[src/verilog/ts_filter_defines.svh]
`ifndef TS_FILTER_DEFINES_SVH
`define TS_FILTER_DEFINES_SVH

// transport packet geometry
`define TS_PACKET_BYTES 188
`define TS_HEADER_BYTES 4

// first byte of every packet
`define TS_SYNC_BYTE 8'h47

// replace and monitor tables have the same depth
`define TS_FILTER_SLOTS 8
`define TS_SLOT_W 3

// byte position inside a packet, 0..187
`define TS_POS_W 8

`endif
[src/verilog/ts_filter_pkg.sv]
package ts_filter_pkg;

  // 4-byte TS header, seen either as raw bytes or as fields
  typedef union packed {
    logic [0:3][7:0] bytes; // bytes[0] arrives first
    struct packed {
      logic [7:0] sync;
      logic err;
      logic pusi;       // payload unit start
      logic prio;
      logic [12:0] pid;
      logic [1:0] scramble;
      logic [1:0] adapt;
      logic [3:0] cc;
    } fields;
  } ts_header_t;

endpackage

[src/verilog/pid_match_if.sv]
`timescale 1ns/10ps
`include "ts_filter_defines.svh"

interface pid_match_if;
  logic lookup;
  logic [12:0] live_pid;
  logic replace_hit;
  logic [`TS_SLOT_W-1:0] replace_slot;
  logic [`TS_FILTER_SLOTS-1:0] monitor_mask;

  // state machine asks, table answers in the same cycle
  modport fsm (
    output lookup,
    output live_pid,
    input replace_hit,
    input replace_slot,
    input monitor_mask
  );

  modport tbl (
    input lookup,
    input live_pid,
    output replace_hit,
    output replace_slot,
    output monitor_mask
  );
endinterface

[src/verilog/ts_packet_fsm.sv]
`timescale 1ns/10ps
`include "ts_filter_defines.svh"

module ts_packet_fsm
  import ts_filter_pkg::*;
(
  input logic axi_clk,
  input logic rst,
  input logic mpeg_valid,
  input logic mpeg_sync,
  input logic [`TS_POS_W-1:0] pos,
  input ts_header_t header,
  pid_match_if.fsm match,
  output logic out_replace,
  output logic [`TS_FILTER_SLOTS-1:0] out_monitor_mask,
  output logic [`TS_SLOT_W-1:0] out_slot,
  output logic stream_live
);

  localparam logic [1:0] HUNT = 2'd0;
  localparam logic [1:0] HEADER = 2'd1;
  localparam logic [1:0] STREAM = 2'd2;

  logic [1:0] state;
  logic hdr_beat;

  // beat carrying header byte 3
  assign hdr_beat = mpeg_valid && state == HEADER && pos == `TS_HEADER_BYTES - 1;

  // skip the lookup if the header did not start with a sync byte
  assign match.lookup = hdr_beat && header.fields.sync == `TS_SYNC_BYTE;
  assign match.live_pid = header.fields.pid;

  always_ff @(posedge axi_clk) begin
    if (rst) begin
      state <= HUNT;
      out_replace <= 1'b0;
      out_monitor_mask <= '0;
      out_slot <= '0;
      stream_live <= 1'b0;
    end else begin
      if (mpeg_valid && mpeg_sync) begin
        state <= HEADER;
      end else if (hdr_beat) begin
        state <= match.lookup ? STREAM : HUNT;
      end else if (mpeg_valid && state == STREAM && pos == '0) begin
        state <= HEADER; // counter wrapped into the next packet
      end

      // mode for the packet about to leave the delay line
      if (match.lookup) begin
        out_replace <= match.replace_hit;
        out_slot <= match.replace_slot;
        out_monitor_mask <= match.monitor_mask;
        stream_live <= 1'b1;
      end else if (hdr_beat) begin
        out_replace <= 1'b0;
        out_monitor_mask <= '0;
      end
    end
  end

  // the registered packet mode must come from a known table answer
  a_lookup_answer_known: assert property (
    @(posedge axi_clk) disable iff (rst)
    match.lookup |-> !$isunknown({match.replace_hit, match.replace_slot, match.monitor_mask})
  );

endmodule

[src/flat_wrapper.sv]
// flat-port wrapper written by rule: the top's interface ports become plain ports
module ts_packet_fsm_flat import ts_filter_pkg::*;
  (axi_clk, rst, mpeg_valid, mpeg_sync, pos, header, out_replace, out_monitor_mask, out_slot, stream_live, match_lookup, match_live_pid, match_replace_hit, match_replace_slot, match_monitor_mask);
  pid_match_if match_i ();
  input logic axi_clk;
  input logic rst;
  input logic mpeg_valid;
  input logic mpeg_sync;
  input logic [`TS_POS_W-1:0] pos;
  input ts_header_t header;
  output logic out_replace;
  output logic [`TS_FILTER_SLOTS-1:0] out_monitor_mask;
  output logic [`TS_SLOT_W-1:0] out_slot;
  output logic stream_live;
  output wire logic [$bits(match_i.lookup)-1:0] match_lookup;
  output wire logic [$bits(match_i.live_pid)-1:0] match_live_pid;
  input wire logic [$bits(match_i.replace_hit)-1:0] match_replace_hit;
  input wire logic [$bits(match_i.replace_slot)-1:0] match_replace_slot;
  input wire logic [$bits(match_i.monitor_mask)-1:0] match_monitor_mask;
  assign match_lookup = match_i.lookup;
  assign match_live_pid = match_i.live_pid;
  assign match_i.replace_hit = match_replace_hit;
  assign match_i.replace_slot = match_replace_slot;
  assign match_i.monitor_mask = match_monitor_mask;
  ts_packet_fsm u_core (.axi_clk(axi_clk), .rst(rst), .mpeg_valid(mpeg_valid), .mpeg_sync(mpeg_sync), .pos(pos), .header(header), .match(match_i), .out_replace(out_replace), .out_monitor_mask(out_monitor_mask), .out_slot(out_slot), .stream_live(stream_live));
endmodule
[config.mk]
export PLATFORM = sky130hd
export DESIGN_NAME = ts_packet_fsm_flat
export DESIGN_NICKNAME = d
export VERILOG_FILES = /design/src/verilog/ts_filter_pkg.sv /design/src/verilog/pid_match_if.sv /design/src/verilog/ts_packet_fsm.sv /design/src/flat_wrapper.sv
export VERILOG_INCLUDE_DIRS = /design/src /design/src/verilog
export SDC_FILE = /design/constraint.sdc
export NUM_CORES = 1
export LEC_CHECK = 0
export CAP_MARGIN = 15
export CORE_MARGIN = 8
export CORE_UTILIZATION = 25
export DETAILED_ROUTE_END_ITERATION = 16
export DONT_BUFFER_PORTS = 1
export SYNTH_ARGS = -nofsm -noshare
export SYNTH_HDL_FRONTEND = slang
export SYNTH_SLANG_ARGS = --single-unit
export TNS_END_PERCENT = 1
[constraint.sdc]
create_clock -name axi_clk -period 1.3 [get_ports axi_clk]
set_clock_uncertainty 0.1 [all_clocks]
set_input_delay 0.13 -clock axi_clk [delete_from_list [all_inputs] [get_ports axi_clk]]
set_output_delay 0.13 -clock axi_clk [all_outputs]
set_load 0.02 [all_outputs]
==> impl_metrics.env <==
export IMPL_ff2ff_path_depth=5
export IMPL_dieArea_um2=4941
export IMPL_cp_buffers_inverters=1
export IMPL_io_pins=83
export IMPL_mostFrequentLayoutCells="dlygate4sd3_1 (17), dfxtp_1 (15), a22o_1 (9)"
export IMPL_final_common_cell="dlygate4sd3_1"
export IMPL_min_path_cells=3
export IMPL_cts_buffer_depth=2
export IMPL_synthesis_area_um2=737.0
export IMPL_finalSetupViolCount=15
export IMPL_grt_use_total_pct=8.609
export IMPL_hold_path_class="in2reg"
export IMPL_violations="negative setup slack"
export IMPL_hold_viol_final=0
export IMPL_worst_slew_pin_slew_ns=0.3657
export IMPL_cp_start_kind="register"
export IMPL_path_cells="and4b_1, and3_4, nand3_4, inv_4"
export IMPL_routedWlPerCell_um=18.54
export IMPL_cp_data_required_time_ns=1.07
export IMPL_drc=0
export IMPL_routed_via_density=5.033
export IMPL_critical_path_top_delay_family="simple AND/OR/NAND/NOR gates"
export IMPL_dr_wl_met2_um=1236
export IMPL_yosysSeqAreaShare_pct=40.75
export IMPL_grt_pass1_wl_um=3456
export IMPL_die_height_um=70.30
export IMPL_htreeDepth=1
export IMPL_vias=604
export IMPL_min_period_over_period_pct=114.6
export IMPL_yosys_warnings=0
export IMPL_coreArea_um2=2781
export IMPL_power_leakage_nw=0.3602
export IMPL_status="finished, violations left"
export IMPL_drt_pass1_iterations=4
export IMPL_numCtsBuffers=3
export IMPL_clkTransAtPathRegs_ns=0.08
export IMPL_fmax_mhz=671.1
export IMPL_insertion_delay_ns=0.27
export IMPL_wl_met1_um=739
export IMPL_power_total_w=0.0008059
export IMPL_critPathCaptureType="output pin"
export IMPL_drive_above_1_share_pct=25.84
export IMPL_relSlewSlack_pct=75.30
export IMPL_path_max_fanout=2
export IMPL_post_synth_num_cell_types=24
export IMPL_rsz0062_at_grt="yes"
export IMPL_grt_max_degree=10
export IMPL_power_density_nw_per_um2=834.4
export IMPL_path_class="reg2out"
export IMPL_die_w_um=70.30
export IMPL_finalCriticalPeriod_ns=1.490
export IMPL_drv_cap=0
export IMPL_drt_total_wl_um=2225
export IMPL_antenna_found_initial=0
export IMPL_peakVddDrop_v=0.0007053
export IMPL_worstSetupPathDepth=4
export IMPL_placed_cells=97
export IMPL_hpwl_um=1683
export IMPL_cp_slowest_stage_delay_ns=0.32
export IMPL_rows=19
export IMPL_final_cells=120
export IMPL_crit_path_top_delay_cell="dfxtp_1"
export IMPL_grt_pass1_vias=646
export IMPL_syn_to_final_growth_pct=31.07
export IMPL_rrSetupSlack_ns=-0.13
export IMPL_layout_setup_ws_ns=-0.1902
export IMPL_diodes=0
export IMPL_syn_nets=129
export IMPL_cp_arrival_ns=1.26
export IMPL_ant_nets=0
export IMPL_drt_iter0_markers=24
export IMPL_finalMaxSlewViolations=0
export IMPL_grt_overflow=0
export IMPL_synth_seq_cells=15
export IMPL_gp_congestion=0.7121
export IMPL_start_util_pct=26.50
export IMPL_synth_avg_cell_area_um2=10.10
export IMPL_root_buffer="clkbuf_4"
export IMPL_met3_length_um=227
export IMPL_top_layer="met4"
export IMPL_clock_sinks=15
export IMPL_portBuffers=0
export IMPL_layout_nets=146
export IMPL_cts_tree="done"
export IMPL_synth_cells=73
## kinds of logic after synthesis
kind of cell,count (synthesis),share of synthesized area [%]
AOI/OAI and AO/OA,21,20.37
buffers and inverters,16,14.77
DFF,15,40.75
and+or+nand+nor,21,24.11
## final timing paths
| check | from | to |
|---|---|---|
| max | u_core.state[1]$_SDFFE_PP0P_ | match_lookup |
| min | pos[4] | u_core.state[0]$_SDFFE_PP0P_ |
| max reg2reg | u_core.state[1]$_SDFFE_PP0P_ | u_core.out_monitor_mask[5]$_SDFFE_PP0P_ |
| min reg2reg | u_core.stream_live$_SDFFE_PP0P_ | u_core.stream_live$_SDFFE_PP0P_ |
## per-layer routing
metal | up-vias | global-route usage (%)
met4 | 0 | 2.679
met3 | 2 | 4.237
met2 | 39 | 16.40
met1 | 277 | 7.624
li1 | 286 | -
met5 | - | 0
## final cells by class
cell class	instances	area [µm²]
Fill cell	295	1815
Multi-Input combinational cell	42	345.3
Sequential cell	15	300.3
Timing Repair Buffer	26	245.2
Tap cell	31	38.79
Clock buffer	4	26.28
Inverter	2	10.01
## synthesized netlist by cell type
| library cell | instances | area (µm²) |
|---|---|---|
| clkbuf_1 | 1 | 3.750 |
| a22o_1 | 9 | 78.83 |
| nor3_4 | 1 | 16.27 |
| a31oi_1 | 1 | 6.260 |
| nor2_2 | 1 | 6.260 |
| and4bb_2 | 2 | 25.02 |
| a221oi_1 | 1 | 8.760 |
| and4b_1 | 1 | 10.01 |
| nand2_1 | 3 | 11.26 |
| a21oi_1 | 1 | 5.000 |
| o41ai_1 | 1 | 8.760 |
| a22oi_1 | 1 | 7.510 |
| nor2_1 | 1 | 3.750 |
| o21ai_0 | 7 | 35.03 |
| nand3_2 | 2 | 20.02 |
| nand4_1 | 1 | 6.260 |
| and3_2 | 1 | 7.510 |
| nor2b_1 | 3 | 18.77 |
| inv_1 | 2 | 7.510 |
| nor3_2 | 1 | 10.01 |
| nor4b_4 | 1 | 23.77 |
| buf_4 | 13 | 97.59 |
| nand2b_1 | 3 | 18.77 |
| dfxtp_1 | 15 | 300.3 |
## sequential cells by signal, indices dropped and copies added (netlist names)
register,count
u_core.out_slot,3
u_core.stream_live,1
u_core.out_monitor_mask,8
u_core.state,2
u_core.out_replace,1
## what timing repair did
| item | CTS | global route |
|---|---|---|
| setup buffers | 2 | 0 |
| gates resized for setup | 6 | 5 |
| pin swaps | 0 | 0 |
| endpoints found under the setup margin | 14 | 15 |
| endpoints found under the hold margin | 15 | 0 |
| hold buffers | 17 | 0 |
## power breakdown
| part | switching, W | internal [W] | leakage (nW) |
|---|---|---|---|
| Clock | 0.000142 | 0.000119 | 0.0150 |
| Combinational | 0.0000292 | 0.0000536 | 0.224 |
| Sequential | 0.000000738 | 0.000461 | 0.121 |
## worst reg2reg max path, delay by kind of cell (launching register included)
family,cells,cell delay (ns)
and+or+nand+nor,3,0.51
AOI/OAI and AO/OA,1,0.24
DFF,1,0.32
buffers and inverters,1,0.15
## metrics by stage
| stage | area [µm²] | setup WS, ns | utilization, % | hold WS (ns) | TNS [ns] |
|---|---|---|---|---|---|
| 5_1_grt | 965.9 | -0.2469 | 34.73 | 0.02181 | -2.706 |
| 3_5_place_dp | 726.9 | -0.1265 | 26.14 | 0.1039 | -1.246 |
| 6_report | 965.9 | -0.1902 | 34.73 | 0.01363 | -1.584 |
| 4_1_cts | 959.7 | -0.1985 | 34.50 | 0.003775 | -1.728 |
| 2_1_floorplan | 737.0 | 0.01256 | - | 0.1412 | 0 |
| 3_3_place_gp | 726.9 | -0.09632 | 26.14 | 0.1015 | -0.9678 |
Note: power is estimated with default switching activity, not from simulation.
