<file path="config.mk">
export PLATFORM = sky130hd
export DESIGN_NAME = pid_slot_table_flat
export DESIGN_NICKNAME = d
export VERILOG_FILES = /design/src/verilog/pid_match_if.sv /design/src/verilog/pid_slot_table.sv /design/src/flat_wrapper.sv
export VERILOG_INCLUDE_DIRS = /design/src /design/src/verilog
export SDC_FILE = /design/constraint.sdc
export NUM_CORES = 1
export LEC_CHECK = 0
export ABC_AREA = 1
export BUFFER_PORTS_ARGS = -buffer_cell sky130_fd_sc_hd__buf_2
export CAP_MARGIN = 20
export CORE_UTILIZATION = 40
export DETAILED_ROUTE_END_ITERATION = 8
export GPL_ROUTABILITY_DRIVEN = 0
export PLACE_DENSITY_LB_ADDON = 0.25
export SKIP_LAST_GASP = 1
export SYNTH_ARGS = -nofsm -noshare
export SYNTH_HDL_FRONTEND = slang
export SYNTH_SLANG_ARGS = --single-unit
</file>
<file path="constraint.sdc">
create_clock -name axi_clk -period 3.16 [get_ports axi_clk]
set_input_delay 0.316 -clock axi_clk [delete_from_list [all_inputs] [get_ports axi_clk]]
set_output_delay 0.316 -clock axi_clk [all_outputs]
set_load 0.01 [all_outputs]
</file>
<file path="src/verilog/ts_filter_defines.svh">
`ifndef TS_FILTER_DEFINES_SVH
`define TS_FILTER_DEFINES_SVH

// transport packet geometry
`define TS_PACKET_BYTES 188
`define TS_HEADER_BYTES 4

// first byte of every packet
`define TS_SYNC_BYTE 8'h47

// replace and monitor tables have the same depth
`define TS_FILTER_SLOTS 8
`define TS_SLOT_W 3

// byte position inside a packet, 0..187
`define TS_POS_W 8

`endif
</file>
<file path="src/verilog/pid_match_if.sv">
`timescale 1ns/10ps
`include "ts_filter_defines.svh"

interface pid_match_if;
  logic lookup;
  logic [12:0] live_pid;
  logic replace_hit;
  logic [`TS_SLOT_W-1:0] replace_slot;
  logic [`TS_FILTER_SLOTS-1:0] monitor_mask;

  // state machine asks, table answers in the same cycle
  modport fsm (
    output lookup,
    output live_pid,
    input replace_hit,
    input replace_slot,
    input monitor_mask
  );

  modport tbl (
    input lookup,
    input live_pid,
    output replace_hit,
    output replace_slot,
    output monitor_mask
  );
endinterface

</file>
<file path="src/verilog/pid_slot_table.sv">
`timescale 1ns/10ps
`include "ts_filter_defines.svh"

module pid_slot_table (
  input logic axi_clk,
  input logic rst,
  input logic axi_wren,
  input logic replace_del,
  input logic monitor_add,
  input logic monitor_del,
  input logic [7:0] slot_idx,
  input logic [12:0] pid_in,
  input logic commit,
  input logic [`TS_SLOT_W-1:0] commit_slot,
  input logic [12:0] commit_pid,
  pid_match_if.tbl match
);

  logic [`TS_FILTER_SLOTS-1:0] rep_valid;
  logic [`TS_FILTER_SLOTS-1:0] mon_valid;
  logic [12:0] rep_pid [`TS_FILTER_SLOTS];
  logic [12:0] mon_pid [`TS_FILTER_SLOTS];
  logic [`TS_SLOT_W-1:0] idx;
  logic cfg_ok;
  logic hit;
  logic [`TS_SLOT_W-1:0] hit_slot;
  logic [`TS_FILTER_SLOTS-1:0] mon_hit;

  assign idx = slot_idx[`TS_SLOT_W-1:0];
  assign cfg_ok = axi_wren && slot_idx < `TS_FILTER_SLOTS; // out of range ignored

  always_ff @(posedge axi_clk) begin
    if (rst) begin
      rep_valid <= '0;
      mon_valid <= '0;
    end else begin
      if (commit) rep_valid[commit_slot] <= 1'b1;
      if (cfg_ok) begin
        if (replace_del) rep_valid[idx] <= 1'b0;
        else if (monitor_add) mon_valid[idx] <= 1'b1;
        else if (monitor_del) mon_valid[idx] <= 1'b0;
      end
    end
  end

  always_ff @(posedge axi_clk) begin
    if (commit) rep_pid[commit_slot] <= commit_pid;
    if (cfg_ok && !replace_del && monitor_add) mon_pid[idx] <= pid_in;
  end

  // scan downwards so the lowest matching slot is kept
  always_comb begin
    hit = 1'b0;
    hit_slot = '0;
    for (int i = `TS_FILTER_SLOTS - 1; i >= 0; i--) begin
      if (rep_valid[i] && rep_pid[i] == match.live_pid) begin
        hit = 1'b1;
        hit_slot = `TS_SLOT_W'(i);
      end
      mon_hit[i] = mon_valid[i] && mon_pid[i] == match.live_pid;
    end
  end

  assign match.replace_hit = match.lookup && hit;
  assign match.replace_slot = hit_slot;
  assign match.monitor_mask = match.lookup ? mon_hit : '0;

  // a load finishing and a delete of that slot must not collide
  a_commit_vs_del: assert property (
    @(posedge axi_clk) disable iff (rst)
    commit && cfg_ok && replace_del |-> commit_slot != idx
  );

endmodule

</file>
<file path="src/flat_wrapper.sv">
// flat-port wrapper written by rule: the top's interface ports become plain ports
module pid_slot_table_flat 
  (axi_clk, rst, axi_wren, replace_del, monitor_add, monitor_del, slot_idx, pid_in, commit, commit_slot, commit_pid, match_lookup, match_live_pid, match_replace_hit, match_replace_slot, match_monitor_mask);
  pid_match_if match_i ();
  input logic axi_clk;
  input logic rst;
  input logic axi_wren;
  input logic replace_del;
  input logic monitor_add;
  input logic monitor_del;
  input logic [7:0] slot_idx;
  input logic [12:0] pid_in;
  input logic commit;
  input logic [`TS_SLOT_W-1:0] commit_slot;
  input logic [12:0] commit_pid;
  input wire logic [$bits(match_i.lookup)-1:0] match_lookup;
  input wire logic [$bits(match_i.live_pid)-1:0] match_live_pid;
  output wire logic [$bits(match_i.replace_hit)-1:0] match_replace_hit;
  output wire logic [$bits(match_i.replace_slot)-1:0] match_replace_slot;
  output wire logic [$bits(match_i.monitor_mask)-1:0] match_monitor_mask;
  assign match_i.lookup = match_lookup;
  assign match_i.live_pid = match_live_pid;
  assign match_replace_hit = match_i.replace_hit;
  assign match_replace_slot = match_i.replace_slot;
  assign match_monitor_mask = match_i.monitor_mask;
  pid_slot_table u_core (.axi_clk(axi_clk), .rst(rst), .axi_wren(axi_wren), .replace_del(replace_del), .monitor_add(monitor_add), .monitor_del(monitor_del), .slot_idx(slot_idx), .pid_in(pid_in), .commit(commit), .commit_slot(commit_slot), .commit_pid(commit_pid), .match(match_i));
endmodule
</file>
==> key figures <==
Outcome
  • Outcome: finished, final reports clean

Critical path
  • Buf/Inv on CP: 1
  • CP top delay family: simple AND/OR/NAND/NOR gates
  • CP arrival: 2.21 ns
  • Crit-path max cell delay: 0.40 ns
  • CP Max Fanout: 3
  • CP cell instances: xor2_1 > nor2_1 > nand2_1 > nor2_1 > nand2_1 > nand2_2 > a31oi_1 > buf_2
  • Critical path startpoint category: flop
  • Slowest-stage cell, CP: edfxtp_1
  • Crit. End Element: output port
  • R2R Setup Slk: 2.35 ns
  • Worst setup path startpoint: u_core.rep_pid[0][0]
  • WP data required: 2.84 ns
  • FF-to-FF End: u_core.rep_valid[4]
  • Crit path depth: 8
  • CP Capture Point: match_replace_slot[1]
  • WS Path Type: reg2out
  • Reg2reg start: u_core.rep_valid[4]
  • Reg2reg path depth: 2

Floorplan
  • Die width: 160 µm
  • Die Height: 160 µm
  • Starting density of the core: 40.8%
  • Die area: 25400 µm²
  • Core area: 24300 µm²
  • Core Rows: 57
  • I/O pins: 70

Layout
  • Fillers: 2188
  • Final net count: between 900 and 1000
  • Non-filler cells, final: 1278
  • Final Util: a little under half
  • Antenna cells: 0
  • Area grow syn2layout: 14.4%
  • Share of cells above drive strength 1: about 17%

Power
  • Max rail drop VDD: 265 µV
  • Pint: 4.94 mW
  • Clock network power share: 41.9%
  • Sw Pwr: 1.50 mW
  • P_leak: around 4 nW
  • Gate power share: 6.5%
  • Pwr per Cell Area: 567 nW/µm²
  • Sequential share of power: 51.5%
  • Sw Ratio: 23.3%

Yosys
  • Seq/Total Area, Yosys: roughly 66%
  • Synth area leaders: edfxtp_1 63%, nand2_1 6.4%, nor2_1 3.6%
  • Post-Synth Adder-Cell Area: 0%
  • Largest family of logic cells by synthesized area: simple AND/OR/NAND/NOR gates
  • Yosys reg bits: 224
  • Cells after Synth: 862
  • Simple-Gate Fraction of Synth Area: 13.8%
  • Post-Synth XOR/XNOR Area: approximately 4%
  • Top-area cell type share of the netlist area: 62.9%
  • Fraction of the mapped netlist area in compound gates: between 10 and 15%
  • Area leader, netlist: edfxtp_1
  • Number of warning messages in the yosys log: 0
  • Synth Area per Inst: around 12 µm²
  • Synthesized Nets: 920
  • Synth cell types: 47
  • Synthesized area: 9920 µm²
  • Mux cell area share after synthesis: 0%

Timing
  • Fin Setup TNS: 0 ns
  • Max Clk Rate: ~400 MHz
  • Final Hold Vio Count: 0
  • Crit share post-route: between 80% and 90%
  • RSZ-0062 raised after global routing: no
  • Clock Skew: 0 ns
  • Worst Tran Pin Value: slightly below 0.7 ns
  • Final Worst Setup Slack: between 0.6 and 0.7 ns
  • Final Max Tran Viols: 0
  • Max-Slew Margin vs Limit: 52.7%
  • Hold_ws: 0.138 ns
  • Min Tclk post-route: 2.53 ns
  • Setup violators final: 0

CTS
  • Worst-Skew Late Latency: 0.51 ns
  • Setup Fix Bufs, Post-CTS: 0
  • Root Buffer: clkbuf_16
  • Clk buf depth: 3
  • Hold_buf cts: 0
  • Clock sink count: approximately 220
  • Reg clk slew, reported paths: 0.06 ns
  • H-Tree Depth: 1
  • TritonCTS Buffers: 24
  • Cts repair resizes: 0
  • CTS tree: yes

Routing
  • DRC Markers: 0
  • Post-DRT Antenna Nets: 0
  • Post-Route WL: 28800 µm
  • Detailed Routing Iterations Pass 1: 4
  • Wire per inst: 22.6 µm
  • Vias/cell: around 5.5
  • Vias: around 7000
  • First DRT Iteration DRCs: 626

Placement
  • HPWL after detailed placement: 19300 µm
  • Placed Cells incl. Taps: 1234
  • IO buf count: 69
  • Setup Slack @ Placement: 0.680 ns

Global routing
  • Initial antenna violation count: 0
  • Number of global-route vias before repair: 6745
  • Largest net degree at the start of global routing: 32
  • GRT Total Usage: 22.7%
  • Grt ovf: 0
  • First-pass GRT wire length: between 40000 and 50000 µm

Run
  • Max cap viols: 0

Min path
  • Worst hold path type: in2reg
## stage by stage
stage / power, mW / cell area, µm²
global placement: 3.79 / 10600
finish: 6.43 / 11400
floorplan: 3.61 / 9920
global route: 6.62 / 11400
CTS: 6.47 / 11400
detailed placement: 3.80 / 10600
## logic make-up after synthesis
kind of cell | count (synthesis)
simple gates | 327
flops | 224
compound gates | 173
buf+inv | 93
xor+xnor | 45
## worst min-delay path by stage
stage / slack [ns] / cells after the start / start / end
detailed placement: 0.47 / 2 / flop / flop
finish: 0.14 / 1 / commit_pid[12] / u_core.rep_pid[5][12]
global placement: 0.46 / 2 / flop / flop
CTS: 0.12 / 1 / commit_pid[12] / u_core.rep_pid[5][12]
global route: 0.14 / 1 / commit_pid[12] / u_core.rep_pid[5][12]
floorplan: 0.41 / 0 / pid_in[0] / u_core.mon_pid[0][0]
## sequential cells by signal (all words and copies together), names as in the netlist, named ones only
signal and cells:
u_core.rep_pid 104, u_core.mon_pid 104, u_core.rep_valid 8
## routing by layer
layer  GRT usage [%]  part of all wire, %
met1            33.2                   46
met2            35.6                   45
met3            3.62                  7.3
met4            5.16                  1.5
met5               0                    0
## power groups by stage
| stage | Sequential [mW] | Clock, mW | Combinational, mW |
|---|---|---|---|
| 2_1_floorplan | 3.37 | 0 | 0.239 |
| 6_report | 3.32 | 2.70 | 0.421 |
| 3_5_place_dp | 3.38 | 0 | 0.418 |
| 4_1_cts | 3.31 | 2.73 | 0.420 |
| 5_1_grt | 3.32 | 2.85 | 0.455 |
| 3_3_place_gp | 3.38 | 0 | 0.416 |
## cell usage after synthesis, drive strengths merged
library cell and instances:
a31oi 1, o211ai 1, nor2 96, nand2 172, clkinv 1, buf 32, a22o 11, a221oi 13
nor4 15, xnor2 18, o221ai 2, inv 52, a21oi 17, o22ai 27, a21o 1, edfxtp 208
a311oi 8, a221o 1, dfxtp 16, o2111ai 9, o21ai 68, xor2 27, a211oi 7, nand3 17
and3 4, nand4 6, a21boi 2, nor3 13, clkbuf 8, or2 4, a2111oi 5
## area by class of cell
class	instances	area, µm²	area share [%]
inverter	53	214	1.88
clock inverter	15	113	0.992
clock buffer	29	641	5.64
multi-input combinational	545	2920	25.8
sequential	224	6570	57.8
timing repair buffer	88	488	4.30
tap	324	405	3.57
## worst register-to-register path: stages, from the launching register on
cell	delay (ns)
dfxtp_1	0.43
nor2_1	0.09
a311oi_1	0.20
## cell usage in the layout, fill, tap and decap left out, drive strengths merged, types with 7 or more instances in the layout
master | netlist | final
nor4 | 15 | 15
a221oi | 13 | 13
a211oi | 7 | 7
nand3 | 17 | 17
a22o | 11 | 11
clkinv | 1 | 11
o21ai | 68 | 68
o2111ai | 9 | 9
inv | 52 | 52
a311oi | 8 | 8
nor3 | 13 | 13
dfxtp | 16 | 16
buf | 32 | 88
edfxtp | 208 | 208
o22ai | 27 | 27
a21oi | 17 | 17
nand2 | 172 | 172
xor2 | 27 | 27
clkbuf | 8 | 29
nor2 | 96 | 96
xnor2 | 18 | 18
Note: power is estimated with default switching activity, not from simulation.
