### config.mk
export PLATFORM = sky130hd
export DESIGN_NAME = ts_byte_counter
export DESIGN_NICKNAME = d
export VERILOG_FILES = /design/src/verilog/ts_byte_counter.sv
export VERILOG_INCLUDE_DIRS = /design/src /design/src/verilog
export SDC_FILE = /design/constraint.sdc
export NUM_CORES = 1
export LEC_CHECK = 0
export BUFFER_PORTS_ARGS = -buffer_cell sky130_fd_sc_hd__buf_2
export CAP_MARGIN = 20
export CORE_UTILIZATION = 35
export CTS_BUF_LIST = sky130_fd_sc_hd__clkbuf_8
export CTS_CLUSTER_DIAMETER = 100
export DETAILED_ROUTE_END_ITERATION = 10
export PLACE_DENSITY = 0.67
export SETUP_SLACK_MARGIN = 0.02
export SLEW_MARGIN = 20
export SYNTH_ARGS = -nofsm -noshare
export SYNTH_HDL_FRONTEND = slang
export SYNTH_SLANG_ARGS = --single-unit
### constraint.sdc
create_clock -name axi_clk -period 2.4 [get_ports axi_clk]
set_clock_uncertainty 0.05 [all_clocks]
set_input_delay 0.48 -clock axi_clk [delete_from_list [all_inputs] [get_ports axi_clk]]
set_output_delay 0.48 -clock axi_clk [all_outputs]
set_load 0.01 [all_outputs]
### src/verilog/ts_filter_defines.svh
`ifndef TS_FILTER_DEFINES_SVH
`define TS_FILTER_DEFINES_SVH

// transport packet geometry
`define TS_PACKET_BYTES 188
`define TS_HEADER_BYTES 4

// first byte of every packet
`define TS_SYNC_BYTE 8'h47

// replace and monitor tables have the same depth
`define TS_FILTER_SLOTS 8
`define TS_SLOT_W 3

// byte position inside a packet, 0..187
`define TS_POS_W 8

`endif
### src/verilog/ts_byte_counter.sv
`timescale 1ns/10ps
`include "ts_filter_defines.svh"

module ts_byte_counter (
  input logic axi_clk,
  input logic rst,
  input logic advance,
  input logic restart,
  output logic [`TS_POS_W-1:0] pos,
  output logic last
);

  logic [`TS_POS_W-1:0] next_pos; // position of the next beat

  // a sync beat is always position 0
  assign pos = restart ? '0 : next_pos;
  assign last = (pos == `TS_PACKET_BYTES - 1);

  always_ff @(posedge axi_clk) begin
    if (rst) begin
      next_pos <= '0;
    end else if (advance) begin
      next_pos <= last ? '0 : pos + 1'b1;
    end
  end

  a_pos_in_range: assert property (
    @(posedge axi_clk) disable iff (rst)
    pos < `TS_PACKET_BYTES
  );

endmodule

==> run metrics, run 1 <==
status finished clean; slew at the pin with the worst max-slew slack 0.2803 ns; TritonCTS clock tree done; CTS clk-pin slew, worst paths 0.04 ns; routability cong. between 0.7 and 0.8; nature of the critical path startpoint primary input; critical path data required time 1.87 ns; number of max-cap violations 0; class of the most critical hold timing path reg -> reg; headroom to the max-slew limit roughly four fifths; first-pass GRT wire length 1628 um; RSZ-0062 raised after global routing no; post-CTS setup repair buffer count 0; simple-gate area share of the yosys netlist 46.21%; DRC violation count after routing 0; Bufs on Longest Clock Path 2; clock network latency to the later pin of the worst-skew pair ~0.23 ns; endpoints failing hold 0; Core ar. 1301 um2; total wire length 1046 um; arrival time of data at the critical path endpoint 1.67 ns; compound-cell area share of the yosys netlist 10.86%; total leakage power roughly 0.25 nW; sum of negative setup slack 0 ns; Max stage delay on crit path 0.25 ns; total congestion overflow after global routing 0; fraction of synthesized area in multiplexers 2.020%; leading post-synthesis cells by cell area dfxtp_1 (32%), nor2b_1 (8.8%), a31oi_1 (6.3%); mean cell area of the mapped netlist slightly above 8 um2; most common library cell in the layout ignoring fill and taps buf_2; overall die area between 1500 and 2000 um2; via count of the routed design 474; synthesized flop and latch total 8; area growth from synthesis to layout 21.46%; number of nets in the layout 79; Initial DRT Pass Iterations 4; wl on met1 approximately 520 um; met2 WL post-DR 451 um; Diodes inserted 0; Largest register FFs 8; Reg with most FFs next_pos; count of port buffers added during placement 12; maximum vdd ir drop 0.2440 mV; fmax 0.4551 GHz; worst hold path depth 2; CP Max Fanout 13; worst hold slack across all endpoints 0.4510 ns; number of buffers created by CTS 3; R2R depth 6; CTS root buffer clkbuf_8; FP Rows 13; power density over the cells around 530 nW/um2; critical path depth in cells 7; count of antenna-violating nets left after detailed routing 0; CP max stage cell ha_1; fraction of synthesized cell area in xor and xnor cells 1.768%; height of the die slightly below 40 um; hold bufs inserted after CTS 0; sequential-to-total area share from yosys stat between 30% and 40%; Die X 39.63 um; number of cells produced by synthesis 60; number of antenna violations at the first check in global routing 0; share of layout cells above drive strength 1 around a quarter; violation count after the first detailed-route iteration 6; vias in the first global route between 300 and 400; HPWL after detailed placement between 700 and 800 um; per-cell via count in the routed design around 5.4; cts repair resizes 0; maximum number of pins on one net before global-route repair 16; Post-Synth Adder-Cell Area 2.525%; GRT Resource Usage Total 16.61%; Critical Path, Cell by Cell buf_2, nor2b_1, ha_1, and3_1, nand3b_1, inv_1, buf_2; cell accounting for the most synthesized area dfxtp_1; sink count of the clock tree 8; combinational family with the most area after synthesis simple AND/OR/NAND/NOR gates; # IOs 13; post-synth cell types 27; wire length per cell after detailed routing 12.02 um; largest registers next_pos x8; final-report max-slew violation count 0; dominant delay contributor by cell family on the critical path simple AND/OR/NAND/NOR gates; level count of the clock H-tree 1; uppermost layer routed met4; cell area after synthesis between 400 and 500 um2; initial core utilization 38.08%; most common cell type on the critical path buf_2; worst setup path class in -> out; Syn Nets 65; most frequent cells in the layout buf_2 (12), dfxtp_1 (8), nor2b_1 (7); clock period minus final worst setup slack 2.198 ns; Setup crit end kind primary output; Final period util 91.56%; WL met3 45 um; area share of the leading cell type in the synthesized netlist 32.32%; number of warnings reported in the yosys synthesis log 0; CP Buf/Inv Count 3; number of endpoints failing setup at the final stage 0
## kinds of logic (layout without fill, tap and decap cells)
group                    Yosys count  after routing
AO/OA/AOI/OAI                      9              9
XOR/XNOR                           1              1
adder cells (fa/ha/maj)            1              1
buffers and inverters              5             17
flip-flops                         8              8
multiplexers                       1              1
AND/OR/NAND/NOR                   35             35
## report_power, final
part           internal, W  switching, W
logic           0.00000791     0.0000122
clock network     0.000109     0.0000532
registers         0.000136    0.00000155
## worst min-delay path, cell delays in order, from the launching register on
cell      delay, ns
dfxtp_1        0.32
nand2b_1       0.07
a21oi_1        0.06
## final cells by class
type                            instances  area, um2
Multi-Input combinational cell         47      314.1
Fill cell                             135      699.4
Clock buffer                            3      41.29
Sequential cell                         8      160.2
Tap cell                               15      18.77
Inverter                                2      7.507
Timing Repair Buffer                   12      60.06
## metrics by stage
step / setup WS (ns) / cells / total power (W) / instance area, um2 / utilization, %
2_1_floorplan: 0.2214 / 60 / 0.0001533 / 495.5 / -
3_3_place_gp: 0.2418 / 84 / 0.0001592 / 560.5 / 43.08
3_5_place_dp: 0.2151 / 84 / 0.0001596 / 560.5 / 43.08
4_1_cts: 0.1914 / 87 / 0.0003238 / 601.8 / 46.25
5_1_grt: 0.09810 / 87 / 0.0003326 / 601.8 / 46.25
6_report: 0.2024 / 87 / 0.0003191 / 601.8 / 46.25
## worst paths after layout
check | slack [ns] | start | endpoint
min reg2reg | 0.45 | next_pos[4] | next_pos[4]
max | 0.20 | restart | last
max reg2reg | 0.52 | next_pos[0] | next_pos[6]
min | 0.45 | next_pos[4] | next_pos[4]
## per-layer routing
layer	global-route usage, %	vias up
met5	0	-
met4	12.93	0
met3	5.114	4
met2	19.67	13
met1	23.55	215
li1	-	242
## synthesized netlist by cell type
cell type  number
a21oi_1         2
or3b_1          1
clkbuf_1        1
nand4_1         2
a211oi_1        1
xnor2_1         1
inv_1           2
nor2_1          2
nand3b_1        3
o21ai_0         1
clkbuf_2        1
and2_2          1
and4b_4         1
nor2b_1         7
nand2b_1        4
a31oi_1         5
or2b_1          2
ha_1            1
nor3b_1         1
and3_1          1
buf_2           1
nand2_1         3
mux2i_1         1
nand4b_1        2
nand3_1         4
dfxtp_1         8
or4b_1          1
Note: power is estimated with default switching activity, not from simulation.
==> run 2: changes to the inputs <==
- CORE_AREA: default -> 2 2 39 41
- CORE_UTILIZATION: 35 -> default
- DIE_AREA: default -> 0 0 41 43
- PLACE_DENSITY: 0.67 -> 0.7
==> run metrics, run 2 (synthesis gave the netlist of run 1 again) <==
count of port buffers added during placement 12 (unchanged); sink count of the clock tree 8 (unchanged); nature of the critical path startpoint primary input (unchanged); TritonCTS clock tree done (unchanged); initial core utilization 35.80% (was 38.08%); CP Max Fanout 13 (unchanged); dominant delay contributor by cell family on the critical path simple AND/OR/NAND/NOR gates (unchanged); # IOs 13 (unchanged); maximum vdd ir drop 0.3280 mV (was 0.2440 mV); total wire length 1034 um (was 1046 um); total congestion overflow after global routing 0 (unchanged); Largest register FFs 8 (unchanged); wire length per cell after detailed routing 11.75 um (was 12.02 um); area growth from synthesis to layout 21.72% (was 21.46%); number of max-cap violations 0 (unchanged); number of antenna violations at the first check in global routing 0 (unchanged); cts repair resizes 0 (unchanged); final standard cell count with taps included and fillers excluded 88 (was 87); routability cong. 0.7145 (was 0.7392); Setup crit end kind primary output (unchanged); maximum number of pins on one net before global-route repair 16 (unchanged); power density over the cells 531.0 nW/um2 (was 530.3 nW/um2); first-pass GRT wire length 1614 um (was 1628 um); status finished clean (unchanged); Max stage delay on crit path 0.25 ns (about the same); CP max stage cell ha_1 (unchanged); most frequent cells in the layout buf_2 (12), dfxtp_1 (8), nor2b_1 (7) (unchanged); headroom to the max-slew limit 80.34% (was 81.23%); Core ar. 1384 um2 (was 1301 um2); number of endpoints failing setup at the final stage 0 (unchanged); Die X 41 um (was 39.63 um); slew at the pin with the worst max-slew slack 0.2935 ns (was 0.2803 ns); sum of negative setup slack 0 ns (unchanged); most common cell type on the critical path buf_2 (unchanged); per-cell via count in the routed design 5.284 (was 5.448); CTS root buffer clkbuf_8 (unchanged); beginning of the worst register-to-register path next_pos[0] (unchanged); Critical Path, Cell by Cell buf_2, nor2b_1, ha_1, and3_1, nand3b_1, inv_1, buf_2 (unchanged); arrival time of data at the critical path endpoint 1.65 ns (was 1.67 ns); FP Rows 14 (was 13); critical path data required time 1.87 ns (about the same); share of layout cells above drive strength 1 23.61% (unchanged); via count of the routed design 465 (was 474); Diodes inserted 0 (unchanged); clock network latency to the later pin of the worst-skew pair 0.23 ns (about the same); level count of the clock H-tree 1 (unchanged); min-delay src next_pos[4] (unchanged); number of nets in the layout 79 (unchanged); largest registers next_pos x8 (unchanged); hold bufs inserted after CTS 0 (unchanged); Reg with most FFs next_pos (unchanged); worst setup path class in -> out (unchanged); number of buffers created by CTS 3 (unchanged); endpoints failing hold 0 (unchanged); Initial DRT Pass Iterations 4 (unchanged); count of antenna-violating nets left after detailed routing 0 (unchanged); RSZ-0062 raised after global routing no (unchanged); DRC violation count after routing 0 (unchanged); Final Worst Setup Slack 0.2242 ns (was 0.2024 ns); clock period minus final worst setup slack 2.176 ns (was 2.198 ns); final-report max-slew violation count 0 (unchanged); class of the most critical hold timing path reg -> reg (unchanged); Final period util 90.66% (was 91.56%); height of the die 43 um (was 39.63 um); pre-CTS setup slack 0.2292 ns (was 0.2151 ns); cell count after placement 85 (was 84); CTS clk-pin slew, worst paths 0.04 ns (about the same); most common library cell in the layout ignoring fill and taps buf_2 (unchanged); Setup crit start restart (unchanged); Bufs on Longest Clock Path 2 (unchanged); vias in the first global route 371 (was 345); CP Buf/Inv Count 3 (unchanged); overall die area 1763 um2 (was 1570 um2); fmax 0.4596 GHz (was 0.4551 GHz); GRT Resource Usage Total 13.67% (was 16.61%); violation count after the first detailed-route iteration 3 (was 6); total leakage power 0.2490 nW (unchanged); post-CTS setup repair buffer count 0 (unchanged)
==> run 2: path summary, 6_finish.rpt <==
path | end | slack, ns | cells past startpoint
worst min-delay path | next_pos[4] | 0.45 | 2
worst max-delay path | last | 0.22 | 7
worst min register to register | next_pos[4] | 0.45 | 2
worst max register to register | next_pos[6] | 0.51 | 6
==> run 2: per-stage QoR <==
step | utilization (%) | power (W) | hold slack [ns] | instance area, um2
2_1_floorplan | - | 0.0001533 | 0.4077 | 495.5
3_3_place_gp | 40.60 | 0.0001592 | 0.4300 | 561.8
3_5_place_dp | 40.60 | 0.0001599 | 0.4452 | 561.8
4_1_cts | 43.58 | 0.0003285 | 0.4506 | 603.1
5_1_grt | 43.58 | 0.0003326 | 0.4850 | 603.1
6_report | 43.58 | 0.0003202 | 0.4467 | 603.1
==> run 2: cell type report <==
| class | count | area (um2) |
|---|---|---|
| flip-flops and latches | 8 | 160.2 |
| repair buffers | 12 | 60.06 |
| clock buffers | 3 | 41.29 |
| well taps | 16 | 20.02 |
| fillers | 147 | 780.7 |
| multi-input cells | 47 | 314.1 |
| inverters | 2 | 7.507 |
==> run 2: metal layers <==
metal / vias to the layer above / track usage, % / wire [um] / share of wire [%]
met2: 14 / 18.13 / 454 / 44
met1: 209 / 18.39 / 493 / 48
met5: - / 0 / 0 / 0
met4: 0 / 6.000 / 21 / 2.0
met3: 3 / 6.283 / 63 / 6.1
li1: 239 / - / - / -
==> run 2: power by group <==
part           internal [W]  switching, W
Sequential         0.000136    0.00000139
Clock              0.000109     0.0000543
Combinational    0.00000797     0.0000122
==> run 2: tightest hold or removal path, stage by stage, from the launching register on <==
cell and delay (ns):
dfxtp_1 0.31, nand2b_1 0.07, a21oi_1 0.06
