## config.mk

```make
export PLATFORM = sky130hd
export DESIGN_NAME = ts_header_delay
export DESIGN_NICKNAME = d
export VERILOG_FILES = /design/src/verilog/ts_filter_pkg.sv /design/src/verilog/ts_header_delay.sv
export VERILOG_INCLUDE_DIRS = /design/src /design/src/verilog
export SDC_FILE = /design/constraint.sdc
export NUM_CORES = 1
export LEC_CHECK = 0
export ABC_AREA = 1
export BUFFER_PORTS_ARGS = -buffer_cell sky130_fd_sc_hd__buf_2
export CORE_MARGIN = 2
export CORE_UTILIZATION = 25
export CTS_CLUSTER_SIZE = 30
export DETAILED_ROUTE_END_ITERATION = 8
export GPL_TIMING_DRIVEN = 0
export PLACE_DENSITY = 0.49
export RECOVER_POWER = 25
export SYNTH_ARGS = -nofsm -noshare
export SYNTH_HDL_FRONTEND = slang
export SYNTH_SLANG_ARGS = --single-unit
```

## constraint.sdc

```tcl
create_clock -name axi_clk -period 1.9 [get_ports axi_clk]
set_clock_uncertainty 0.15 [all_clocks]
set_input_delay 0.38 -clock axi_clk [delete_from_list [all_inputs] [get_ports axi_clk]]
set_output_delay 0.38 -clock axi_clk [all_outputs]
set_load 0.05 [all_outputs]
```

## src/verilog/ts_filter_defines.svh

```systemverilog
`ifndef TS_FILTER_DEFINES_SVH
`define TS_FILTER_DEFINES_SVH

// transport packet geometry
`define TS_PACKET_BYTES 188
`define TS_HEADER_BYTES 4

// first byte of every packet
`define TS_SYNC_BYTE 8'h47

// replace and monitor tables have the same depth
`define TS_FILTER_SLOTS 8
`define TS_SLOT_W 3

// byte position inside a packet, 0..187
`define TS_POS_W 8

`endif
```

## src/verilog/ts_filter_pkg.sv

```systemverilog
package ts_filter_pkg;

  // 4-byte TS header, seen either as raw bytes or as fields
  typedef union packed {
    logic [0:3][7:0] bytes; // bytes[0] arrives first
    struct packed {
      logic [7:0] sync;
      logic err;
      logic pusi;       // payload unit start
      logic prio;
      logic [12:0] pid;
      logic [1:0] scramble;
      logic [1:0] adapt;
      logic [3:0] cc;
    } fields;
  } ts_header_t;

endpackage

```

## src/verilog/ts_header_delay.sv

```systemverilog
`timescale 1ns/10ps
`include "ts_filter_defines.svh"

module ts_header_delay
  import ts_filter_pkg::*;
(
  input logic axi_clk,
  input logic rst,
  input logic shift,
  input logic [7:0] din,
  output logic [7:0] dout,
  output ts_header_t header
);

  // stage[0] is the oldest byte
  logic [0:`TS_HEADER_BYTES-1][7:0] stage;

  // three stored bytes plus the incoming one
  assign header.bytes = {stage[1:`TS_HEADER_BYTES-1], din};

  assign dout = stage[0]; // byte from four beats back

  always_ff @(posedge axi_clk) begin
    if (rst) begin
      stage <= '0;
    end else if (shift) begin
      stage <= header.bytes;
    end
  end

endmodule

```

==> results of run 1 <==
flip-flops by register name, summed over array words and instances, names as in the netlist:
register / flops
dout: 8
header: 24
placed cells by master, fill, tap and decap left out:
cell type / count
sky130_fd_sc_hd__buf_2: 52
sky130_fd_sc_hd__buf_6: 3
sky130_fd_sc_hd__dfxtp_1: 32
sky130_fd_sc_hd__clkbuf_1: 6
sky130_fd_sc_hd__nand2_1: 64
sky130_fd_sc_hd__buf_4: 8
sky130_fd_sc_hd__nor2_1: 64
sky130_fd_sc_hd__clkbuf_8: 6
sky130_fd_sc_hd__inv_1: 33
cells by family (layout without fill, tap and decap cells):
kind of cell / Yosys count / after routing / synth area share
buffers and inverters: 51 / 108 / 0.199
DFF: 32 / 32 / 0.458
and+or+nand+nor: 128 / 128 / 0.343
stage by stage:
stage / instances / utilization / worst slack, ns / cell area, µm²
finish: 340 / 0.330 / 0.459 / 1790
global route: 340 / 0.330 / 0.369 / 1790
CTS: 340 / 0.335 / 0.442 / 1820
detailed placement: 332 / 0.319 / 0.565 / 1730
global placement: 332 / 0.319 / 0.571 / 1730
floorplan: 211 / - / 0.751 / 1400
power breakdown:
group | switching (mW) | internal [mW] | total (mW)
Sequential | 0.0278 | 0.716 | 0.744
Combinational | 0.293 | 0.104 | 0.397
Clock | 0.230 | 0.295 | 0.525
Total | 0.551 | 1.11 | 1.67
metal layers:
| metal | GRT usage | up-vias | part of all wire |
|---|---|---|---|
| li1 | - | 701 | - |
| met1 | 0.124 | 478 | 0.49 |
| met2 | 0.173 | 37 | 0.43 |
| met3 | 0.0284 | 5 | 0.066 |
| met4 | 0.0579 | 0 | 0.018 |
| met5 | 0 | - | 0 |
how the worst max path moves through the flow:
stage / from / endpoint / slack, ns
2_1_floorplan: header[10] / header[10] / 0.75
3_3_place_gp: din[3] / header[3] / 0.57
3_5_place_dp: din[2] / header[2] / 0.57
4_1_cts: header[24] / header[24] / 0.44
5_1_grt: shift / header[28] / 0.37
6_report: header[26] / header[26] / 0.46
layout make-up:
cell class / count / area (µm²)
fill: 635 / 3640
clock buffer: 8 / 90.1
timing repair buffer: 49 / 245
sequential: 32 / 641
inverter: 33 / 124
tap: 72 / 90.1
multi-input combinational: 128 / 480
buffer: 18 / 124
==> results.cfg, run 1 <==
[outcome]
run_status = completed

[setup_path]
critical_path.cell_chain = buf_2
critPathArrivalTime_ns = 0.91
rr_worst_depth = 4
worst_path_dominant_cell_family = flip-flops
critical_path.endpoint_type = output pin
timing.setup.critical_path_class = reg2out
timing.critical_path.fanout_max = 3
required_ns = 1.37
reg2reg_slack_ns = 1.10
crit_path_start_kind = register
cp.depth = 1
timing.critical_path.buf_inv = 1
worst_r2r_endpoint = dout[2]
timing.critical_path.slowest_stage_cell = sky130_fd_sc_hd__dfxtp_1
critical-path-max-stage-delay_ns = 0.36
worst_r2r_startpoint = header[26]

[hold_path]
min_from = din[4]
worst_hold_path_type = in2reg
min_delay_path_depth = 5
worst_hold_path.endpoint = header[12]

[place]
gpl.final_weighted_congestion = 0.672
buffers_on_ports = 49
post-dp-hpwl_mm = 2.14

[finish]
layout_cells_sized_above_1 = 0.257
insertedDiodeCount = 0
synthToLayoutAreaGrowth_pct = 28.3
fin_nets = 278

[clocking]
cts_num_sinks = 32
tritoncts_clock_tree = done
clk_latency_ns = 0.27
cts_hold_repair.buffers = 0
clock_tree.htree_level_count = 2
clk_pin_slew_ns = 0.06
cts_inserted_buffers = 5
maximum_clock_path_buffer_count = 2
clock-root-buffer = sky130_fd_sc_hd__clkbuf_8
post_cts_resize_count = 0
postCtsSetupRepairBufs = 0

[grt]
grt_start_max_net_pins = 11
first_pass_grt_wire_length_mm = 5.09
grt_antenna_before_repair = 0
grt_remaining_overflow = 0
grtUsageTotal = 0.105
first_global_vias = 1151

[sta]
max_clock_freq_mhz = 694
period_needed_ns = 1.44
hold_violations = 0
finalMaxSlewViolations = 0
setup_viol_count_final = 0
rsz_0062_raised_after_global_routing = no
min_period_over_period = 0.759
timing.setup.tns_ns = 0
timing.max_slew.rel_slack = 0.659
worst_hold_slack_ns = 0.254
tightestPinTransition_ns = 0.511

[routing]
final_antenna_net_count = 0
drt-initial-drc-count = 32
viasPerCell = 3.59
wl_mm = 2.98
wl_per_cell_um = 8.75
drcViolationCount = 0
drt_pre_antenna_iters = 4
dr_total_vias = 1221

[power_and_ir_drop]
cellLeakagePower_nw = 1.02
vdd.ir_drop.worst_v = 0.000300
total_power_mw = 1.67
powerDensity_mw_per_mm2 = 929

[floorplan]
core_area_mm2 = 0.00544
rows = 27
io-pin-count = 51
initial_core_util = 0.257
die_area_mm2 = 0.00621
die-width_um = 78.8
die_height_um = 78.8

[yosys]
yosysWarnings = 0
post_synth_most_frequent_cells = sky130_fd_sc_hd__nand2_1 (64), sky130_fd_sc_hd__nor2_1 (64), sky130_fd_sc_hd__inv_1 (33)
synthesis.area_per_instance_um2 = 6.63
yosysTopAreaCellShare = 0.458
instance_count_of_the_mapped_netlist = 211
post_synth_main_area_contributors = sky130_fd_sc_hd__dfxtp_1 (46%), sky130_fd_sc_hd__nand2_1 (17%), sky130_fd_sc_hd__nor2_1 (17%)
synth.largest_area_cell = sky130_fd_sc_hd__dfxtp_1
fraction_of_registers_with_async_set_or_reset_after_synthesis = 0
synth_seq_cells = 32
synth.distinct_cells = 7
mappedNetlistArea_mm2 = 0.00140
synth-edff-count = 0
synth_sequential_area_ratio = 0.458
synth_top_flop_cell = sky130_fd_sc_hd__dfxtp_1
postSynthNetCount = 222

[run]
max_cap_violations = 0
Power figures use the tool's default switching activity.
==> run 2: changes to the inputs <==
Settings changed: PLACE_DENSITY 0.49 to 0.51.
Clock period 1.9 ns to 1.25 ns, I/O delays scaled along.
==> results.cfg, run 2 (synthesis results as in run 1) <==
[outcome]
run_status = completed

[clocking]
clock_tree.htree_level_count = 2
clk_latency_ns = 0.28
clock-root-buffer = sky130_fd_sc_hd__clkbuf_8
cts_inserted_buffers = 5
clk_pin_slew_ns = 0.06
cts_hold_repair.buffers = 0
maximum_clock_path_buffer_count = 2
tritoncts_clock_tree = done
cts_num_sinks = 32

[place]
buffers_on_ports = 49
dp_cells = 332
gpl.final_weighted_congestion = 0.661
placement.setup.worst_slack_ns = 0.145
post-dp-hpwl_mm = 2.14
post_dp_cell_area_mm2 = 0.00173

[grt]
grt_antenna_before_repair = 0
grt_start_max_net_pins = 11
first_pass_grt_wire_length_mm = 5.13
grtUsageTotal = 0.105
first_global_vias = 1148
grt_remaining_overflow = 0

[floorplan]
die_area_mm2 = 0.00621
rows = 27
io-pin-count = 51
die-width_um = 78.8
die_height_um = 78.8
core_area_mm2 = 0.00544
initial_core_util = 0.257

[hold_path]
worst_hold_path.endpoint = header[10]
min_delay_path_depth = 5
min_from = din[2]
worst_hold_path_type = in2reg

[sta]
min_period_over_period = 0.969
setup_viol_count_final = 0
tightestPinTransition_ns = 0.450
period_needed_ns = 1.21
hold_violations = 0
finalMaxSlewViolations = 0
timing.setup.tns_ns = 0
timing.max_slew.rel_slack = 0.700
rsz_0062_raised_after_global_routing = no
layout_setup_ws_ns = 0.0393
max_clock_freq_mhz = 826

[power_and_ir_drop]
powerDensity_mw_per_mm2 = 1310
vdd.ir_drop.worst_v = 0.000485
total_power_mw = 2.65
cellLeakagePower_nw = 1.07

[routing]
drcViolationCount = 0
top_layer_used = met4
final_antenna_net_count = 0
wl_per_cell_um = 8.94
drt_pre_antenna_iters = 4
wl_met1_mm = 1.43
viasPerCell = 3.61
dr_wl_met3_um = 241
wl_mm = 3.04
dr_total_vias = 1229
drt-initial-drc-count = 44
routed-wl-met2_mm = 1.33

[setup_path]
worst_path_dominant_cell_family = flip-flops
timing.critical_path.slowest_stage_cell = sky130_fd_sc_hd__dfxtp_1
worst_r2r_startpoint = header[15]
crit_path_start_kind = register
critical-path-max-stage-delay_ns = 0.36
timing.critical_path.buf_inv = 1
timing.critical_path.fanout_max = 3
timing.setup.critical_path_class = reg2out
reg2reg_slack_ns = 0.44
worst_r2r_endpoint = header[23]
critical_path.endpoint_type = output pin
critPathArrivalTime_ns = 0.81
critical_path.cell_chain = buf_6
rr_worst_depth = 4
required_ns = 0.85

[finish]
layout_common_cells = sky130_fd_sc_hd__nor2_1 (64), sky130_fd_sc_hd__nand2_1 (64), sky130_fd_sc_hd__buf_6 (33), sky130_fd_sc_hd__inv_1 (33), sky130_fd_sc_hd__dfxtp_2 (22)
insertedDiodeCount = 0
synthToLayoutAreaGrowth_pct = 44.8
max_reg_flops = 24
design_area_mm2 = 0.00203
stdcell_count = 340
layout_cells_sized_above_1 = 0.343
fin_nets = 278

[run]
max_cap_violations = 0
==> run 2: changes by cell type in the layout (fill, tap and decap cells not counted), sizes merged <==
cell    delta
buf        +1
clkbuf     -1
==> run 2: cell type report <==
class                   count  area, µm²
flip-flops and latches     32        668
inverters                  33        124
plain buffers              18        150
clock buffers               8       90.1
multi-input cells         128        480
fillers                   610       3410
repair buffers             49        423
well taps                  72       90.1
==> run 2: worst reg2reg max path: stages, from the launching register on <==
cell                      delay (ns)
sky130_fd_sc_hd__dfxtp_1        0.36
sky130_fd_sc_hd__inv_1          0.05
sky130_fd_sc_hd__nand2_1        0.05
sky130_fd_sc_hd__nand2_1        0.05
sky130_fd_sc_hd__nor2_1         0.09
==> run 2: power by group <==
group	total, mW	switching [mW]	internal (mW)
combinational	0.685	0.446	0.239
clock	0.814	0.365	0.449
sequential	1.15	0.0563	1.10
==> run 2: timing repair <==
action / CTS / global route
resized for setup: 51 / 29
setup buffers: 0 / 0
setup endpoints to repair: 32 / 24
==> run 2: per-layer routing <==
layer | vias up | GRT usage
met1 | 488 | 0.117
met3 | 5 | 0.0386
li1 | 699 | -
met5 | - | 0
met2 | 37 | 0.177
met4 | 0 | 0.0526
==> run 2: worst max-delay path by stage <==
stage | start | to | slack, ns | depth (start not counted)
floorplan | header[21] | header[29] | 0.17 | 4
global route | header[15] | header[15] | 0.005 | 1
CTS | header[11] | header[11] | 0.001 | 1
detailed placement | rst | header[9] | 0.14 | 5
finish | header[15] | header[15] | 0.04 | 1
global placement | rst | header[21] | 0.16 | 5
==> run 2: metrics by stage <==
| stage | hold WS (ns) | util |
|---|---|---|
| after floorplan | 0.282 | - |
| final | 0.114 | 0.372 |
| after global routing | 0.117 | 0.372 |
| after global placement | 0.307 | 0.319 |
| after CTS | 0.115 | 0.362 |
| after detailed placement | 0.309 | 0.319 |
==> run 3: changes to the inputs <==
Settings changed: CAP_MARGIN set to 10, PLACE_DENSITY 0.51 to 0.49.
Clock period 1.25 ns to 1.45 ns, I/O delays scaled along.
==> results.cfg, run 3 (synthesis results as in run 1) <==
[outcome]
run_status = completed

[floorplan]
core_area_mm2 = 0.00544
io-pin-count = 51
initial_core_util = 0.257
die_height_um = 78.8
die-width_um = 78.8
die_area_mm2 = 0.00621
rows = 27

[power_and_ir_drop]
power.switching_fraction = 0.330
vdd.ir_drop.worst_v = 0.000396
clockPowerShare = 0.314
cellLeakagePower_nw = 1.03
powerDensity_mw_per_mm2 = 1200
portion_of_total_power_attributed_to_combinational_logic = 0.242
power.switching_uw = 724
seqPwrFrac = 0.444
intPower_mw = 1.47

[clocking]
maximum_clock_path_buffer_count = 2
clk_latency_ns = 0.27
clk_pin_slew_ns = 0.06
cts_num_sinks = 32
clock-root-buffer = sky130_fd_sc_hd__clkbuf_8
postCtsSetupRepairBufs = 0
cts_hold_repair.buffers = 0
cts_inserted_buffers = 5
clock_tree.htree_level_count = 2
tritoncts_clock_tree = done
post_cts_resize_count = 0

[routing]
dr_total_vias = 1208
drcViolationCount = 0
drt_pre_antenna_iters = 3
wl_mm = 2.99
viasPerCell = 3.55
wl_per_cell_um = 8.79
final_antenna_net_count = 0
drt-initial-drc-count = 33

[setup_path]
critPathArrivalTime_ns = 0.91
worst_r2r_startpoint = header[26]
critical_path.endpoint_type = output pin
setup.worst_path.start = header[16]
timing.critical_path.fanout_max = 3
timing.critical_path.buf_inv = 1
worst_r2r_endpoint = dout[2]
timing.setup.critical_path_class = reg2out
critical-path-max-stage-delay_ns = 0.36
cp.depth = 1
reg2reg_slack_ns = 0.65
rr_worst_depth = 4
critical_path.cell_chain = buf_2
required_ns = 1.01
crit_path_start_kind = register
worst_path_dominant_cell_family = flip-flops
timing.critical_path.slowest_stage_cell = sky130_fd_sc_hd__dfxtp_1
cp-endpoint = header[16]

[hold_path]
worst_hold_path_type = in2reg

[finish]
max_reg_flops = 24
layout_cells_sized_above_1 = 0.261
fin_nets = 278
synthToLayoutAreaGrowth_pct = 30.1
layout_common_cells = sky130_fd_sc_hd__nor2_1 (64), sky130_fd_sc_hd__nand2_1 (64), sky130_fd_sc_hd__buf_2 (49)
insertedDiodeCount = 0

[sta]
timing.setup.tns_ns = 0
hold_violations = 0
setup_viol_count_final = 0
rsz_0062_raised_after_global_routing = no
max_clock_freq_mhz = 739
min_period_over_period = 0.933
period_needed_ns = 1.35
tightestPinTransition_ns = 0.467
timing.max_slew.rel_slack = 0.689
worst_hold_slack_ns = 0.164
finalMaxSlewViolations = 0

[place]
buffers_on_ports = 49
post-dp-hpwl_mm = 2.14
gpl.final_weighted_congestion = 0.672

[grt]
grt_start_max_net_pins = 11
grt_antenna_before_repair = 0
first_global_vias = 1151
grt_remaining_overflow = 0
first_pass_grt_wire_length_mm = 5.09
grtUsageTotal = 0.105

[run]
max_cap_violations = 0
[run 3: cell count changes in the layout (fill, tap and decap cells not counted)]
cell and change:
sky130_fd_sc_hd__buf_6 -26, sky130_fd_sc_hd__buf_2 +32, sky130_fd_sc_hd__dfxtp_2 -22, sky130_fd_sc_hd__dfxtp_1 +22, sky130_fd_sc_hd__buf_4 -6
[run 3: worst min path at each step]
stage / startpoint / to / slack, ns / cells past startpoint
finish: din[4] / header[12] / 0.16 / 5
global route: shift / header[23] / 0.18 / 4
CTS: din[4] / header[12] / 0.16 / 5
detailed placement: dout[4] / dout[4] / 0.31 / 2
global placement: dout[6] / dout[6] / 0.30 / 2
floorplan: rst / header[15] / 0.32 / 3
[run 3: layout make-up]
class,instances,area [µm²]
plain buffers,18,150
clock buffers,8,90.1
fillers,630,3620
inverters,33,124
multi-input cells,128,480
flip-flops and latches,32,641
well taps,72,90.1
repair buffers,49,245
[run 3: routing by layer]
layer	up-vias	GRT usage	wire, µm
met5	-	0	0
met4	0	0.0579	71
met3	7	0.0284	180
met2	37	0.173	1270
met1	465	0.124	1470
li1	699	-	-
[run 3: power by group through the flow]
stage,Sequential [mW],Combinational (mW),Clock (mW)
finish,0.975,0.530,0.688
global route,0.983,0.579,0.767
CTS,0.976,0.538,0.723
detailed placement,0.995,0.537,0
global placement,0.994,0.534,0
floorplan,1.19,0.221,0
[run 3: metrics by stage]
step / total power, mW / setup slack (ns) / instance area, µm² / cells / util
final: 2.19 / 0.0974 / 1820 / 340 / 0.335
after global routing: 2.33 / 0.0479 / 1820 / 340 / 0.335
after CTS: 2.24 / 0.0820 / 1820 / 340 / 0.335
after detailed placement: 1.53 / 0.278 / 1730 / 332 / 0.319
after global placement: 1.53 / 0.301 / 1730 / 332 / 0.319
after floorplan: 1.41 / 0.371 / 1400 / 211 / -
